[src/design/aes_pkg.sv]
`default_nettype none

package aes_pkg;

  // Register map, byte offsets from the slave base
  localparam logic [31:0] REG_CTRL   = 32'h00;
  localparam logic [31:0] REG_STATUS = 32'h04;
  localparam logic [31:0] REG_SRC    = 32'h08;
  localparam logic [31:0] REG_DST    = 32'h0C;
  localparam logic [31:0] REG_NBLK   = 32'h10;
  localparam logic [31:0] REG_KEY0   = 32'h14;
  localparam logic [31:0] REG_KEY1   = 32'h18;
  localparam logic [31:0] REG_KEY2   = 32'h1C;
  localparam logic [31:0] REG_KEY3   = 32'h20;

  // The 128-bit round key, in 32-bit words
  localparam int KEY_WORDS = 4;

  // Job configuration held by the register file
  typedef struct packed {
    logic [31:0]                src_addr;
    logic [31:0]                dst_addr;
    logic [31:0]                num_blocks;
    logic [KEY_WORDS-1:0][31:0] key;
  } cfg_t;

  // Memory port, request side
  typedef struct packed {
    logic        req;
    logic        we;
    logic [31:0] addr;
    logic [31:0] wdata;
  } mem_req_t;

  // Memory port, answer side
  typedef struct packed {
    logic        gnt;
    logic        r_valid;
    logic [31:0] rdata;
  } mem_rsp_t;

  // FSM command to a fetch or store stage
  typedef struct packed {
    logic        start;
    logic [31:0] base_addr;
  } stage_ctrl_t;

  // Stage status back to the FSM
  typedef struct packed {
    logic busy;
    logic done;
  } stage_flags_t;

  typedef enum logic [2:0] {
    IDLE,
    STARTING,
    FETCH,
    WHITEN,
    STORE,
    FINISHED
  } aes_state_t;

endpackage

`default_nettype wire
[src/design/aes_top.sv]
`default_nettype none

module aes_top #(
  parameter int BLOCK_WORDS = 4
) (
  input  wire logic              clk,
  input  wire logic              reset_n,
  // AXI4-Lite slave
  input  wire logic [31:0]       awaddr_i,
  input  wire logic              awvalid_i,
  output logic                   awready_o,
  input  wire logic [31:0]       wdata_i,
  input  wire logic              wvalid_i,
  output logic                   wready_o,
  output logic                   bvalid_o,
  input  wire logic              bready_i,
  input  wire logic [31:0]       araddr_i,
  input  wire logic              arvalid_i,
  output logic                   arready_o,
  output logic [31:0]            rdata_o,
  output logic                   rvalid_o,
  input  wire logic              rready_i,
  // Memory ports
  output aes_pkg::mem_req_t      rd_req_o,
  input  wire aes_pkg::mem_rsp_t rd_rsp_i,
  output aes_pkg::mem_req_t      wr_req_o,
  input  wire aes_pkg::mem_rsp_t wr_rsp_i,
  output logic                   done_o
);

  aes_pkg::cfg_t                cfg;
  aes_pkg::stage_ctrl_t         fetch_ctrl;
  aes_pkg::stage_ctrl_t         store_ctrl;
  aes_pkg::stage_flags_t        fetch_flags;
  aes_pkg::stage_flags_t        store_flags;
  logic                         start;
  logic                         busy;
  logic                         whiten;
  logic [BLOCK_WORDS*32-1:0]    plain_block;
  logic [BLOCK_WORDS*32-1:0]    cipher_block;

  aes_regfile i_regfile (
    .clk       (clk),
    .reset_n   (reset_n),
    .awaddr_i  (awaddr_i),
    .awvalid_i (awvalid_i),
    .awready_o (awready_o),
    .wdata_i   (wdata_i),
    .wvalid_i  (wvalid_i),
    .wready_o  (wready_o),
    .bvalid_o  (bvalid_o),
    .bready_i  (bready_i),
    .araddr_i  (araddr_i),
    .arvalid_i (arvalid_i),
    .arready_o (arready_o),
    .rdata_o   (rdata_o),
    .rvalid_o  (rvalid_o),
    .rready_i  (rready_i),
    .busy_i    (busy),
    .done_i    (done_o),
    .cfg_o     (cfg),
    .start_o   (start)
  );

  aes_fsm #(.BLOCK_WORDS(BLOCK_WORDS)) i_fsm (
    .clk           (clk),
    .reset_n       (reset_n),
    .start_i       (start),
    .cfg_i         (cfg),
    .fetch_ctrl_o  (fetch_ctrl),
    .store_ctrl_o  (store_ctrl),
    .fetch_flags_i (fetch_flags),
    .store_flags_i (store_flags),
    .whiten_o      (whiten),
    .busy_o        (busy),
    .done_o        (done_o)
  );

  block_fetch #(.BLOCK_WORDS(BLOCK_WORDS)) i_fetch (
    .clk       (clk),
    .reset_n   (reset_n),
    .ctrl_i    (fetch_ctrl),
    .flags_o   (fetch_flags),
    .mem_req_o (rd_req_o),
    .mem_rsp_i (rd_rsp_i),
    .block_o   (plain_block)
  );

  key_whitening_engine #(.BLOCK_WORDS(BLOCK_WORDS)) i_engine (
    .clk     (clk),
    .reset_n (reset_n),
    .load_i  (whiten),
    .key_i   (cfg.key),
    .block_i (plain_block),
    .block_o (cipher_block)
  );

  block_store #(.BLOCK_WORDS(BLOCK_WORDS)) i_store (
    .clk       (clk),
    .reset_n   (reset_n),
    .ctrl_i    (store_ctrl),
    .flags_o   (store_flags),
    .block_i   (cipher_block),
    .mem_req_o (wr_req_o),
    .mem_rsp_i (wr_rsp_i)
  );

endmodule

`default_nettype wire

[src/design/block_store.sv]
`default_nettype none

module block_store #(
  parameter int BLOCK_WORDS = 4
) (
  input  wire logic                     clk,
  input  wire logic                     reset_n,
  input  wire aes_pkg::stage_ctrl_t     ctrl_i,
  output aes_pkg::stage_flags_t         flags_o,
  input  wire logic [BLOCK_WORDS*32-1:0] block_i,
  output aes_pkg::mem_req_t             mem_req_o,
  input  wire aes_pkg::mem_rsp_t        mem_rsp_i
);

  localparam int IDX_W = (BLOCK_WORDS > 1) ? $clog2(BLOCK_WORDS) : 1;

  logic                         busy_q;
  logic                         done_q;
  logic [IDX_W-1:0]             idx_q;
  logic [31:0]                  base_q;
  logic [BLOCK_WORDS-1:0][31:0] block_q;
  logic                         last_word;

  assign last_word = idx_q == IDX_W'(BLOCK_WORDS - 1);

  // Write request stays up for the whole block, one word per grant
  always_ff @(posedge clk or negedge reset_n) begin
    if (!reset_n) begin
      busy_q <= 1'b0;
      done_q <= 1'b0;
      idx_q  <= '0;
    end else begin
      done_q <= 1'b0;
      if (!busy_q) begin
        if (ctrl_i.start) begin
          busy_q <= 1'b1;
          idx_q  <= '0;
        end
      end else if (mem_rsp_i.gnt) begin
        if (last_word) begin
          busy_q <= 1'b0;
          done_q <= 1'b1;
        end else begin
          idx_q <= idx_q + 1'b1;
        end
      end
    end
  end

  always_ff @(posedge clk) begin
    if (!busy_q && ctrl_i.start) begin
      base_q  <= ctrl_i.base_addr;
      block_q <= block_i;
    end
  end

  always_comb begin
    mem_req_o.req   = busy_q;
    mem_req_o.we    = 1'b1;
    mem_req_o.addr  = base_q + (32'(idx_q) << 2);
    mem_req_o.wdata = block_q[idx_q];
  end

  assign flags_o.busy = busy_q;
  assign flags_o.done = done_q;

endmodule

`default_nettype wire

[src/design/key_whitening_engine.sv]
`default_nettype none

module key_whitening_engine #(
  parameter int BLOCK_WORDS = 4
) (
  input  wire logic                                 clk,
  input  wire logic                                 reset_n,
  input  wire logic                                 load_i,
  input  wire logic [aes_pkg::KEY_WORDS-1:0][31:0]  key_i,
  input  wire logic [BLOCK_WORDS*32-1:0]            block_i,
  output logic [BLOCK_WORDS*32-1:0]                 block_o
);

  logic [BLOCK_WORDS-1:0][31:0] words_in;
  logic [BLOCK_WORDS-1:0][31:0] words_q;

  assign words_in = block_i;
  assign block_o  = words_q;

  // AddRoundKey only; the key repeats over blocks wider than 128 bits
  always_ff @(posedge clk or negedge reset_n) begin
    if (!reset_n) begin
      words_q <= '0;
    end else if (load_i) begin
      for (int i = 0; i < BLOCK_WORDS; i++) begin
        words_q[i] <= words_in[i] ^ key_i[i % aes_pkg::KEY_WORDS];
      end
    end
  end

endmodule

`default_nettype wire

[src/design/block_fetch.sv]
`default_nettype none

module block_fetch #(
  parameter int BLOCK_WORDS = 4
) (
  input  wire logic                     clk,
  input  wire logic                     reset_n,
  input  wire aes_pkg::stage_ctrl_t     ctrl_i,
  output aes_pkg::stage_flags_t         flags_o,
  output aes_pkg::mem_req_t             mem_req_o,
  input  wire aes_pkg::mem_rsp_t        mem_rsp_i,
  output logic [BLOCK_WORDS*32-1:0]     block_o
);

  localparam int IDX_W = (BLOCK_WORDS > 1) ? $clog2(BLOCK_WORDS) : 1;

  logic                         busy_q;
  logic                         req_q;
  logic                         done_q;
  logic [IDX_W-1:0]             idx_q;
  logic [31:0]                  base_q;
  logic [BLOCK_WORDS-1:0][31:0] block_q;
  logic                         last_word;

  assign last_word = idx_q == IDX_W'(BLOCK_WORDS - 1);

  always_ff @(posedge clk or negedge reset_n) begin
    if (!reset_n) begin
      busy_q <= 1'b0;
      req_q  <= 1'b0;
      done_q <= 1'b0;
      idx_q  <= '0;
    end else begin
      done_q <= 1'b0;
      if (!busy_q) begin
        if (ctrl_i.start) begin
          busy_q <= 1'b1;
          req_q  <= 1'b1;
          idx_q  <= '0;
        end
      end else begin
        if (req_q && mem_rsp_i.gnt) begin
          req_q <= 1'b0;
        end
        // Next word only after the previous one came back
        if (mem_rsp_i.r_valid) begin
          if (last_word) begin
            busy_q <= 1'b0;
            done_q <= 1'b1;
          end else begin
            idx_q <= idx_q + 1'b1;
            req_q <= 1'b1;
          end
        end
      end
    end
  end

  always_ff @(posedge clk) begin
    if (!busy_q && ctrl_i.start) begin
      base_q <= ctrl_i.base_addr;
    end
    if (busy_q && mem_rsp_i.r_valid) begin
      block_q[idx_q] <= mem_rsp_i.rdata;
    end
  end

  always_comb begin
    mem_req_o       = '0;
    mem_req_o.req   = req_q;
    mem_req_o.addr  = base_q + (32'(idx_q) << 2);
  end

  assign flags_o.busy = busy_q;
  assign flags_o.done = done_q;
  assign block_o      = block_q;

endmodule

`default_nettype wire

[src/design/aes_fsm.sv]
`default_nettype none

module aes_fsm #(
  parameter int BLOCK_WORDS = 4
) (
  input  wire logic                  clk,
  input  wire logic                  reset_n,
  input  wire logic                  start_i,
  input  wire aes_pkg::cfg_t         cfg_i,
  output aes_pkg::stage_ctrl_t       fetch_ctrl_o,
  output aes_pkg::stage_ctrl_t       store_ctrl_o,
  input  wire aes_pkg::stage_flags_t fetch_flags_i,
  input  wire aes_pkg::stage_flags_t store_flags_i,
  output logic                       whiten_o,
  output logic                       busy_o,
  output logic                       done_o
);

  localparam logic [31:0] BLOCK_BYTES = 32'(BLOCK_WORDS * 4);

  aes_pkg::aes_state_t state_q;
  aes_pkg::aes_state_t state_d;
  logic [31:0]         blk_cnt_q;
  logic [31:0]         blk_offset;
  logic                last_block;
  logic                fetch_start_q;
  logic                store_start_q;

  assign blk_offset = blk_cnt_q * BLOCK_BYTES;
  assign last_block = (blk_cnt_q + 32'd1) == cfg_i.num_blocks;

  always_ff @(posedge clk or negedge reset_n) begin : fsm_seq_state
    if (!reset_n) begin
      state_q <= aes_pkg::IDLE;
    end else begin
      state_q <= state_d;
    end
  end

  always_comb begin : fsm_comb_next_state
    state_d = state_q;
    case (state_q)
      aes_pkg::IDLE: begin
        if (start_i) begin
          state_d = aes_pkg::STARTING;
        end
      end
      // Empty job skips the pipeline
      aes_pkg::STARTING: begin
        if (cfg_i.num_blocks == 32'd0) begin
          state_d = aes_pkg::FINISHED;
        end else begin
          state_d = aes_pkg::FETCH;
        end
      end
      aes_pkg::FETCH: begin
        if (fetch_flags_i.done) begin
          state_d = aes_pkg::WHITEN;
        end
      end
      aes_pkg::WHITEN: begin
        state_d = aes_pkg::STORE;
      end
      aes_pkg::STORE: begin
        if (store_flags_i.done) begin
          state_d = last_block ? aes_pkg::FINISHED : aes_pkg::FETCH;
        end
      end
      aes_pkg::FINISHED: begin
        state_d = aes_pkg::IDLE;
      end
      default: begin
        state_d = aes_pkg::IDLE;
      end
    endcase
  end

  // Block counter, advanced once each block is stored
  always_ff @(posedge clk or negedge reset_n) begin : fsm_seq_block_counter
    if (!reset_n) begin
      blk_cnt_q <= 32'd0;
    end else if (state_q == aes_pkg::STARTING) begin
      blk_cnt_q <= 32'd0;
    end else if (state_q == aes_pkg::STORE && store_flags_i.done) begin
      blk_cnt_q <= blk_cnt_q + 32'd1;
    end
  end

  // Stage starts pulse in the first cycle of their state
  always_ff @(posedge clk or negedge reset_n) begin : fsm_seq_stage_start
    if (!reset_n) begin
      fetch_start_q <= 1'b0;
      store_start_q <= 1'b0;
    end else begin
      fetch_start_q <= (state_d == aes_pkg::FETCH) && (state_q != aes_pkg::FETCH);
      store_start_q <= (state_d == aes_pkg::STORE) && (state_q != aes_pkg::STORE);
    end
  end

  always_comb begin : fsm_comb_out
    fetch_ctrl_o.start     = fetch_start_q;
    fetch_ctrl_o.base_addr = cfg_i.src_addr + blk_offset;
    store_ctrl_o.start     = store_start_q;
    store_ctrl_o.base_addr = cfg_i.dst_addr + blk_offset;
    whiten_o = (state_q == aes_pkg::WHITEN);
    done_o   = (state_q == aes_pkg::FINISHED);
    busy_o   = (state_q != aes_pkg::IDLE) || fetch_flags_i.busy || store_flags_i.busy;
  end

endmodule

`default_nettype wire

[src/design/aes_regfile.sv]
`default_nettype none

module aes_regfile (
  input  wire logic           clk,
  input  wire logic           reset_n,
  // AXI4-Lite slave
  input  wire logic [31:0]    awaddr_i,
  input  wire logic           awvalid_i,
  output logic                awready_o,
  input  wire logic [31:0]    wdata_i,
  input  wire logic           wvalid_i,
  output logic                wready_o,
  output logic                bvalid_o,
  input  wire logic           bready_i,
  input  wire logic [31:0]    araddr_i,
  input  wire logic           arvalid_i,
  output logic                arready_o,
  output logic [31:0]         rdata_o,
  output logic                rvalid_o,
  input  wire logic           rready_i,
  // Core side
  input  wire logic           busy_i,
  input  wire logic           done_i,
  output aes_pkg::cfg_t       cfg_o,
  output logic                start_o
);

  aes_pkg::cfg_t cfg_q;
  logic          wr_fire;
  logic          rd_fire;
  logic          done_q;
  logic [31:0]   rd_mux;

  // Write needs address and data together, one at a time until B is taken
  assign wr_fire   = awvalid_i && wvalid_i && !bvalid_o;
  assign awready_o = wr_fire;
  assign wready_o  = wr_fire;

  assign arready_o = !rvalid_o;
  assign rd_fire   = arvalid_i && arready_o;

  assign cfg_o = cfg_q;

  always_ff @(posedge clk or negedge reset_n) begin
    if (!reset_n) begin
      cfg_q <= '0;
    end else if (wr_fire) begin
      case (awaddr_i)
        aes_pkg::REG_SRC:  cfg_q.src_addr   <= wdata_i;
        aes_pkg::REG_DST:  cfg_q.dst_addr   <= wdata_i;
        aes_pkg::REG_NBLK: cfg_q.num_blocks <= wdata_i;
        aes_pkg::REG_KEY0: cfg_q.key[0]     <= wdata_i;
        aes_pkg::REG_KEY1: cfg_q.key[1]     <= wdata_i;
        aes_pkg::REG_KEY2: cfg_q.key[2]     <= wdata_i;
        aes_pkg::REG_KEY3: cfg_q.key[3]     <= wdata_i;
        default: ;
      endcase
    end
  end

  // Start only from idle
  always_ff @(posedge clk or negedge reset_n) begin
    if (!reset_n) begin
      start_o <= 1'b0;
    end else begin
      start_o <= wr_fire && (awaddr_i == aes_pkg::REG_CTRL) && wdata_i[0] && !busy_i;
    end
  end

  // Sticky done
  always_ff @(posedge clk or negedge reset_n) begin
    if (!reset_n) begin
      done_q <= 1'b0;
    end else if (start_o) begin
      done_q <= 1'b0;
    end else if (done_i) begin
      done_q <= 1'b1;
    end
  end

  always_ff @(posedge clk or negedge reset_n) begin
    if (!reset_n) begin
      bvalid_o <= 1'b0;
    end else if (wr_fire) begin
      bvalid_o <= 1'b1;
    end else if (bready_i) begin
      bvalid_o <= 1'b0;
    end
  end

  always_comb begin
    case (araddr_i)
      aes_pkg::REG_STATUS: rd_mux = {30'd0, done_q, busy_i};
      aes_pkg::REG_SRC:    rd_mux = cfg_q.src_addr;
      aes_pkg::REG_DST:    rd_mux = cfg_q.dst_addr;
      aes_pkg::REG_NBLK:   rd_mux = cfg_q.num_blocks;
      aes_pkg::REG_KEY0:   rd_mux = cfg_q.key[0];
      aes_pkg::REG_KEY1:   rd_mux = cfg_q.key[1];
      aes_pkg::REG_KEY2:   rd_mux = cfg_q.key[2];
      aes_pkg::REG_KEY3:   rd_mux = cfg_q.key[3];
      // CTRL reads as zero, start is self clearing
      default:             rd_mux = 32'd0;
    endcase
  end

  always_ff @(posedge clk or negedge reset_n) begin
    if (!reset_n) begin
      rvalid_o <= 1'b0;
    end else if (rd_fire) begin
      rvalid_o <= 1'b1;
    end else if (rready_i) begin
      rvalid_o <= 1'b0;
    end
  end

  always_ff @(posedge clk) begin
    if (rd_fire) begin
      rdata_o <= rd_mux;
    end
  end

endmodule

`default_nettype wire

[config.mk]
export PLATFORM = sky130hd
export DESIGN_NAME = aes_top
export DESIGN_NICKNAME = d
export VERILOG_FILES = /design/src/design/aes_pkg.sv /design/src/design/aes_top.sv /design/src/design/block_store.sv /design/src/design/key_whitening_engine.sv /design/src/design/block_fetch.sv /design/src/design/aes_fsm.sv /design/src/design/aes_regfile.sv
export SDC_FILE = /design/constraint.sdc
export NUM_CORES = 1
export LEC_CHECK = 0
export BUFFER_PORTS_ARGS = -buffer_cell sky130_fd_sc_hd__buf_2
export CORE_ASPECT_RATIO = 1.1
export CORE_UTILIZATION = 54
export DETAILED_ROUTE_END_ITERATION = 8
export PLACE_DENSITY = 0.77
export SYNTH_ARGS = -nofsm -noshare
export SYNTH_HDL_FRONTEND = slang
export SYNTH_SLANG_ARGS = --single-unit
[constraint.sdc]
create_clock -name clk -period 8.2 [get_ports clk]
set_input_delay 0.41 -clock clk [delete_from_list [all_inputs] [get_ports clk]]
set_output_delay 0.41 -clock clk [all_outputs]
set_load 0.02 [all_outputs]
Yosys cells after proc, flatten, opt, wreduce, memory -nomap -nowiden. Index checks and enable logic that the tools add are counted.

Bits in registers: 754. Bits in latches: 0. RAM bits: 0. Bits in read-only memories: 0. Input bits: 171. Output and inout port bits: 170. Logic and storage cells: 169. Memories kept: 0.

Add/sub/neg operators: 7. $mul: 0. Div/mod/pow operators: 0. $lt $le $gt $ge: 3. Equality and inequality tests: 31. Shift-type cells: 0. Multiplexer cells: 47. Bitwise gates (word level): 4. Reduce and logical (&&, ||, !) cells: 40.

Operators with widths (count): == test 32 x 5 -> 1 bit, second input constant (8); case mux 32 bit (8 select lines) (1); bitwise mux 128 bit (1); == test 32 x 4 -> 1 bit, second input constant (4); two-way mux 32 bit (4); XOR 32 bit (4); adder 32 bit (2); adder 32 x 4 -> 32 bit (2); binary-select mux 32 bit (select 2 bit) (1); demux 32 bit (select 2 bit) (1); == test 32 x 6 -> 1 bit, second input constant (2); zero test 32 bit (2); adder 32 x 1 -> 32 bit, second input constant (1); == test 32 x 3 -> 1 bit, second input constant (1); == test 32 bit (1); two-way mux 1 bit (25); two-way mux 2 bit (8); two-way mux 3 bit (5); case mux 3 bit (5 select lines) (1); logical AND 1 bit (14); AND reduction 2 bit (7); nonzero test 2 bit (6); == test 3 x 2 -> 1 bit, second input constant (3); == test 3 bit, second input constant (3); other kinds (13) (25).

Logic depth before layout (Yosys ltp).
Depth in word-level cells: 7. Gate-level depth with buffers: 11. Depth with buffers taken out: 11.

Cells and area by module. Synthesis repeated with hierarchy kept, for this count alone.

Cell total of the unflattened synthesis: 2657. Area total of the unflattened synthesis: 35336.4 um^2.

By module, submodules not included: aes_regfile (times used 1, cells an instance 768, area an instance 11808.8 um^2, seq. area each 6666.4 um^2); block_store (times used 1, cells an instance 308, area an instance 6404.9 um^2, seq. area each 4904.7 um^2); block_fetch (times used 1, cells an instance 312, area an instance 6003.3 um^2, seq. area each 4929.7 um^2); key_whitening_engine (times used 1, cells an instance 540, area an instance 5584.1 um^2, seq. area each 3203.1 um^2); aes_fsm (times used 1, cells an instance 729, area an instance 5535.3 um^2, seq. area each 925.9 um^2).

Worst setup path after synthesis. Ideal clock, no wire load.

Kind: register to register. From: register i_store.busy_q. To: register i_store.base_q[0] (enable). Setup time: 0.701 ns. Arrival: 7.465 ns. Data required time: 7.499 ns. Path slack: 0.035 ns. Stages on the path, launching flop included: 2. Buffers on the path: 0. Clock period less this slack: 8.165 ns. Path through: dfrtp_1 nor2b_1.

Cells in the longest elaborated chain, start to end: 2.

RTL lines: start: declaration (RTL line block_store.sv:17) `logic busy_q;`; start signal: assignment (RTL line block_store.sv:29) `busy_q <= 1'b0;`; start signal: assignment (RTL line block_store.sv:36) `busy_q <= 1'b1;`; start signal: assignment (RTL line block_store.sv:41) `busy_q <= 1'b0;`; zero test 1 bit; logical AND 1 bit (RTL line block_store.sv:51) `if (!busy_q && ctrl_i.start) begin`; end signal: assignment (RTL line block_store.sv:52) `base_q <= ctrl_i.base_addr;`; end: declaration (RTL line block_store.sv:20) `logic [31:0] base_q;`.

No other way between the ends. A chain may end at the register's enable or synchronous reset.

==> results.md <==
* Outcome: finished, final reports clean
* Critical Path Start Type: flop
* Placer Congestion at 0.9037
* Detail Route Antenna Nets at 0
* Total Neg Setup Slack at 0 ns
* VDD IR max at 0.1953 mV
* Leak pwr at 16.28 nW
* Worst min path class: primary input to flop
* Fin area at 39060 um2
* Worst reg2reg path depth at 11
* Switching share of total power at 27.59%
* First-pass DRT Iterations at 6
* Core box area at 62700 um2
* Clk_lat worst skew at 0.63 ns
* Crit Path Category: flop to primary output
* RSZ-0062 raised after global routing: false
* Netlist cell types at 75
* Worst slew pin tran at 1.200 ns
* Fmax at 230.8 MHz
* Global-route wire length before repair at 140800 um
* Post-synth ARST share at 53.32%
* Worst Path Arrival at 3.92 ns
* H-tree depth at 3
* Internal power at 6.351 mW
* CTS buffer count at 72
* Final WL at 94030 um
* Final non-filler cell total at 3857
* Logic pwr share at 15.8%
* Fin. max-slew vios at 0
* Vias in the first global route at 23244
* Filler cells at 4697
* CTS Root Cell: clkbuf_16
* DIE WIDTH at 242.6 um
* Final setup fails at 0
* WL met2 at 44940 um
* Fin crit share at 52.84%
* Post-synth EDFFs at 352
* Initial Util at 54.83%
* 1st-iter DRT viols at 2225
* Synthesized flop and latch total at 754
* CTS tree: yes
* Relative slew slack at 19.81%
* Clock power share at 37.5%
* Clock skew at 0.02394 ns
* # IOs at 341
* Worst r2r src: i_fsm.blk_cnt_q[0]
* Mapped Avg Cell Area at 12.86 um2
* R2r setup slk at 4.51 ns
* Final worst path period need at 4.333 ns
* Yosys warning total at 0
* Hold Violations, Final at 0
* IO Port Bufs at 273
* Chip height at 266.6 um
* P_sw at 2.419 mW
* MaxCap Viol Count at 0
* Seq pwr share at 46.7%
* Routed vias at 23412
* Routed wl met3 at 8558 um
* Vias/cell at 6.070
* Cell Rows at 96
* CTS max path bufs at 3
* Hold EP: i_fetch.block_o[117]
* Layout cells sized above 1 at 22.89%
* Post-Syn Instances at 2674
* Gr ovfl total at 0
* Cells after DPL at 3686
* Sink Count at 754
* Prevailing post-synth register cell: dfrtp_1
* Hold Crit Depth at 1
* Area delta synth->final at 13.63%
* DP Area at 36450 um2
* Worst Path Max Fanout at 6
* GRT Total Usage at 29.09%
* Metal1 wirelength at 37820 um
* Mapped Area at 34380 um2
* Post-CTS Setup Bufs at 0
* Register area share after synthesis at 60.01%
* Die ar. at 64680 um2
* Wire per inst at 24.38 um
* Worst-path clk slew at 0.06 ns
* Post_cts resized at 0
* Pwr dens at 224.5 nW/um2
* CP required at 7.79 ns
* Initial antenna violation count at 9
* Total Nets Final at 3194
* Worst R2R End: i_store.base_q[30]
* Remaining routing DRC violations at 0
* Largest net degree at the start of global routing at 172
* Detailed Place HPWL at 63140 um
* CP endpoint kind: primary output
* Worst Hold Launch: rd_rsp_i[21]
* Max layer used: met5
-- placed cells by master, fill, tap and decap left out, drive strengths merged, types with 64 or more instances in the layout --
cell type	n
edfxtp	352
xnor2	223
o21ai	229
dfrtp	402
nand2	269
buf	300
clkbuf	101
ha	64
nor2	92
mux2	226
-- worst max-delay path: stages (launching register included) --
cell,delay [ns]
dfrtp_1,0.43
ha_1,0.21
inv_1,0.06
fa_1,0.44
nor3b_1,0.49
nand4_1,0.31
nor2_1,0.31
nand4_1,0.24
nor2_1,0.34
nand3_1,0.15
xnor2_1,0.15
buf_2,0.18
-- cells in the mapped netlist (all sizes together) (6+ instances only) --
cell    number  area, um2
a211oi       7      52.55
a21o        20      150.1
a21oi       62      310.3
a222oi      30      300.3
a22oi       34      255.2
a31oi        6      37.54
and2        17      107.6
and3        32      205.2
and4        14      130.1
buf         73      464.2
clkbuf      80      302.8
dfrtp      402      10060
edfxtp     352      10570
ha          64      800.8
inv         45      168.9
mux2       226       2545
mux2i       38      380.4
mux4        32      720.7
nand2      269       1010
nand2b      11      68.82
nand3       48      240.2
nand3b       9      67.56
nand4       31      200.2
nor2        92      345.3
nor2b       11      68.82
nor3        19      95.09
nor3b        6      45.04
nor4        28      181.4
o211ai       6      45.04
o21a        14      105.1
o21ai      229       1146
o21bai       8      60.06
o31ai       17      127.6
or3          7      43.79
xnor2      223       1953
xor2        54      473.0
-- cells by family after synthesis --
logic type | share of synthesized area, %
buffers and inverters | 2.722
DFF | 60.01
adders and majority gates | 2.562
AOI/OAI and AO/OA | 8.535
and+or+nand+nor | 8.487
other | 0.02185
xor gates and xnor gates | 7.057
muxes | 10.61
-- through the flow --
stage | hold WS (ns) | setup WS, ns | utilization, % | total power [mW]
2_1_floorplan | 0.1144 | 0.03479 | - | 5.024
3_3_place_gp | 0.4282 | 4.439 | 58.13 | 5.539
3_5_place_dp | 0.4166 | 4.419 | 58.13 | 5.558
4_1_cts | 0.001372 | 3.744 | 62.26 | 8.819
5_1_grt | 0.01441 | 3.557 | 62.28 | 9.040
6_report | 0.01901 | 3.867 | 62.30 | 8.770
-- state kept, by name, indices dropped and copies added (netlist names), 3 cells and up --
| signal | count |
|---|---|
| i_engine.block_o | 128 |
| i_fetch.base_q | 32 |
| i_fetch.block_o | 128 |
| i_store.block_q | 128 |
| i_store.base_q | 32 |
| i_regfile.rdata_o | 32 |
| i_fsm.state_q | 3 |
| i_regfile.cfg_o | 224 |
| i_fsm.blk_cnt_q | 32 |
-- how the worst max path moves through the flow --
| stage | startpoint | cells past startpoint | to |
|---|---|---|---|
| finish | i_fetch.idx_q[0] | 11 | rd_req_o[60] |
| global route | i_fetch.idx_q[0] | 11 | rd_req_o[62] |
| CTS | i_fetch.idx_q[0] | 11 | rd_req_o[62] |
| detailed placement | i_fetch.idx_q[0] | 11 | rd_req_o[62] |
| global placement | i_fetch.idx_q[0] | 11 | rd_req_o[62] |
| floorplan | i_store.busy_q | 1 | i_store.base_q[0] |
-- cell type report --
class,count,area (um2),area share [%]
flip-flops and latches,754,20630,52.81
multi-input cells,1754,13010,33.31
clock buffers,101,2024,5.182
repair buffers,328,1872,4.792
well taps,833,1042,2.668
clock inverters,32,287.8,0.7367
inverters,45,168.9,0.4324
diodes,10,25.02,0.06406
-- layer usage --
metal,track usage (%),vias to the layer above
li1,-,10311
met2,47.37,1130
met1,38.99,11793
met3,5.792,170
met4,10.42,8
met5,0,-
-- power groups by stage --
| stage | clock [mW] | sequential, mW | combinational (mW) |
|---|---|---|---|
| after floorplan | 0 | 4.16 | 0.860 |
| after global placement | 0 | 4.17 | 1.37 |
| after detailed placement | 0 | 4.17 | 1.39 |
| after CTS | 3.31 | 4.10 | 1.41 |
| after global routing | 3.45 | 4.10 | 1.49 |
| final | 3.29 | 4.10 | 1.39 |
-- timing repair --
item,CTS,global route
hold endpoints to repair,186,0
hold buffers,28,0
setup endpoints to repair,0,0
Power figures use the tool's default switching activity.
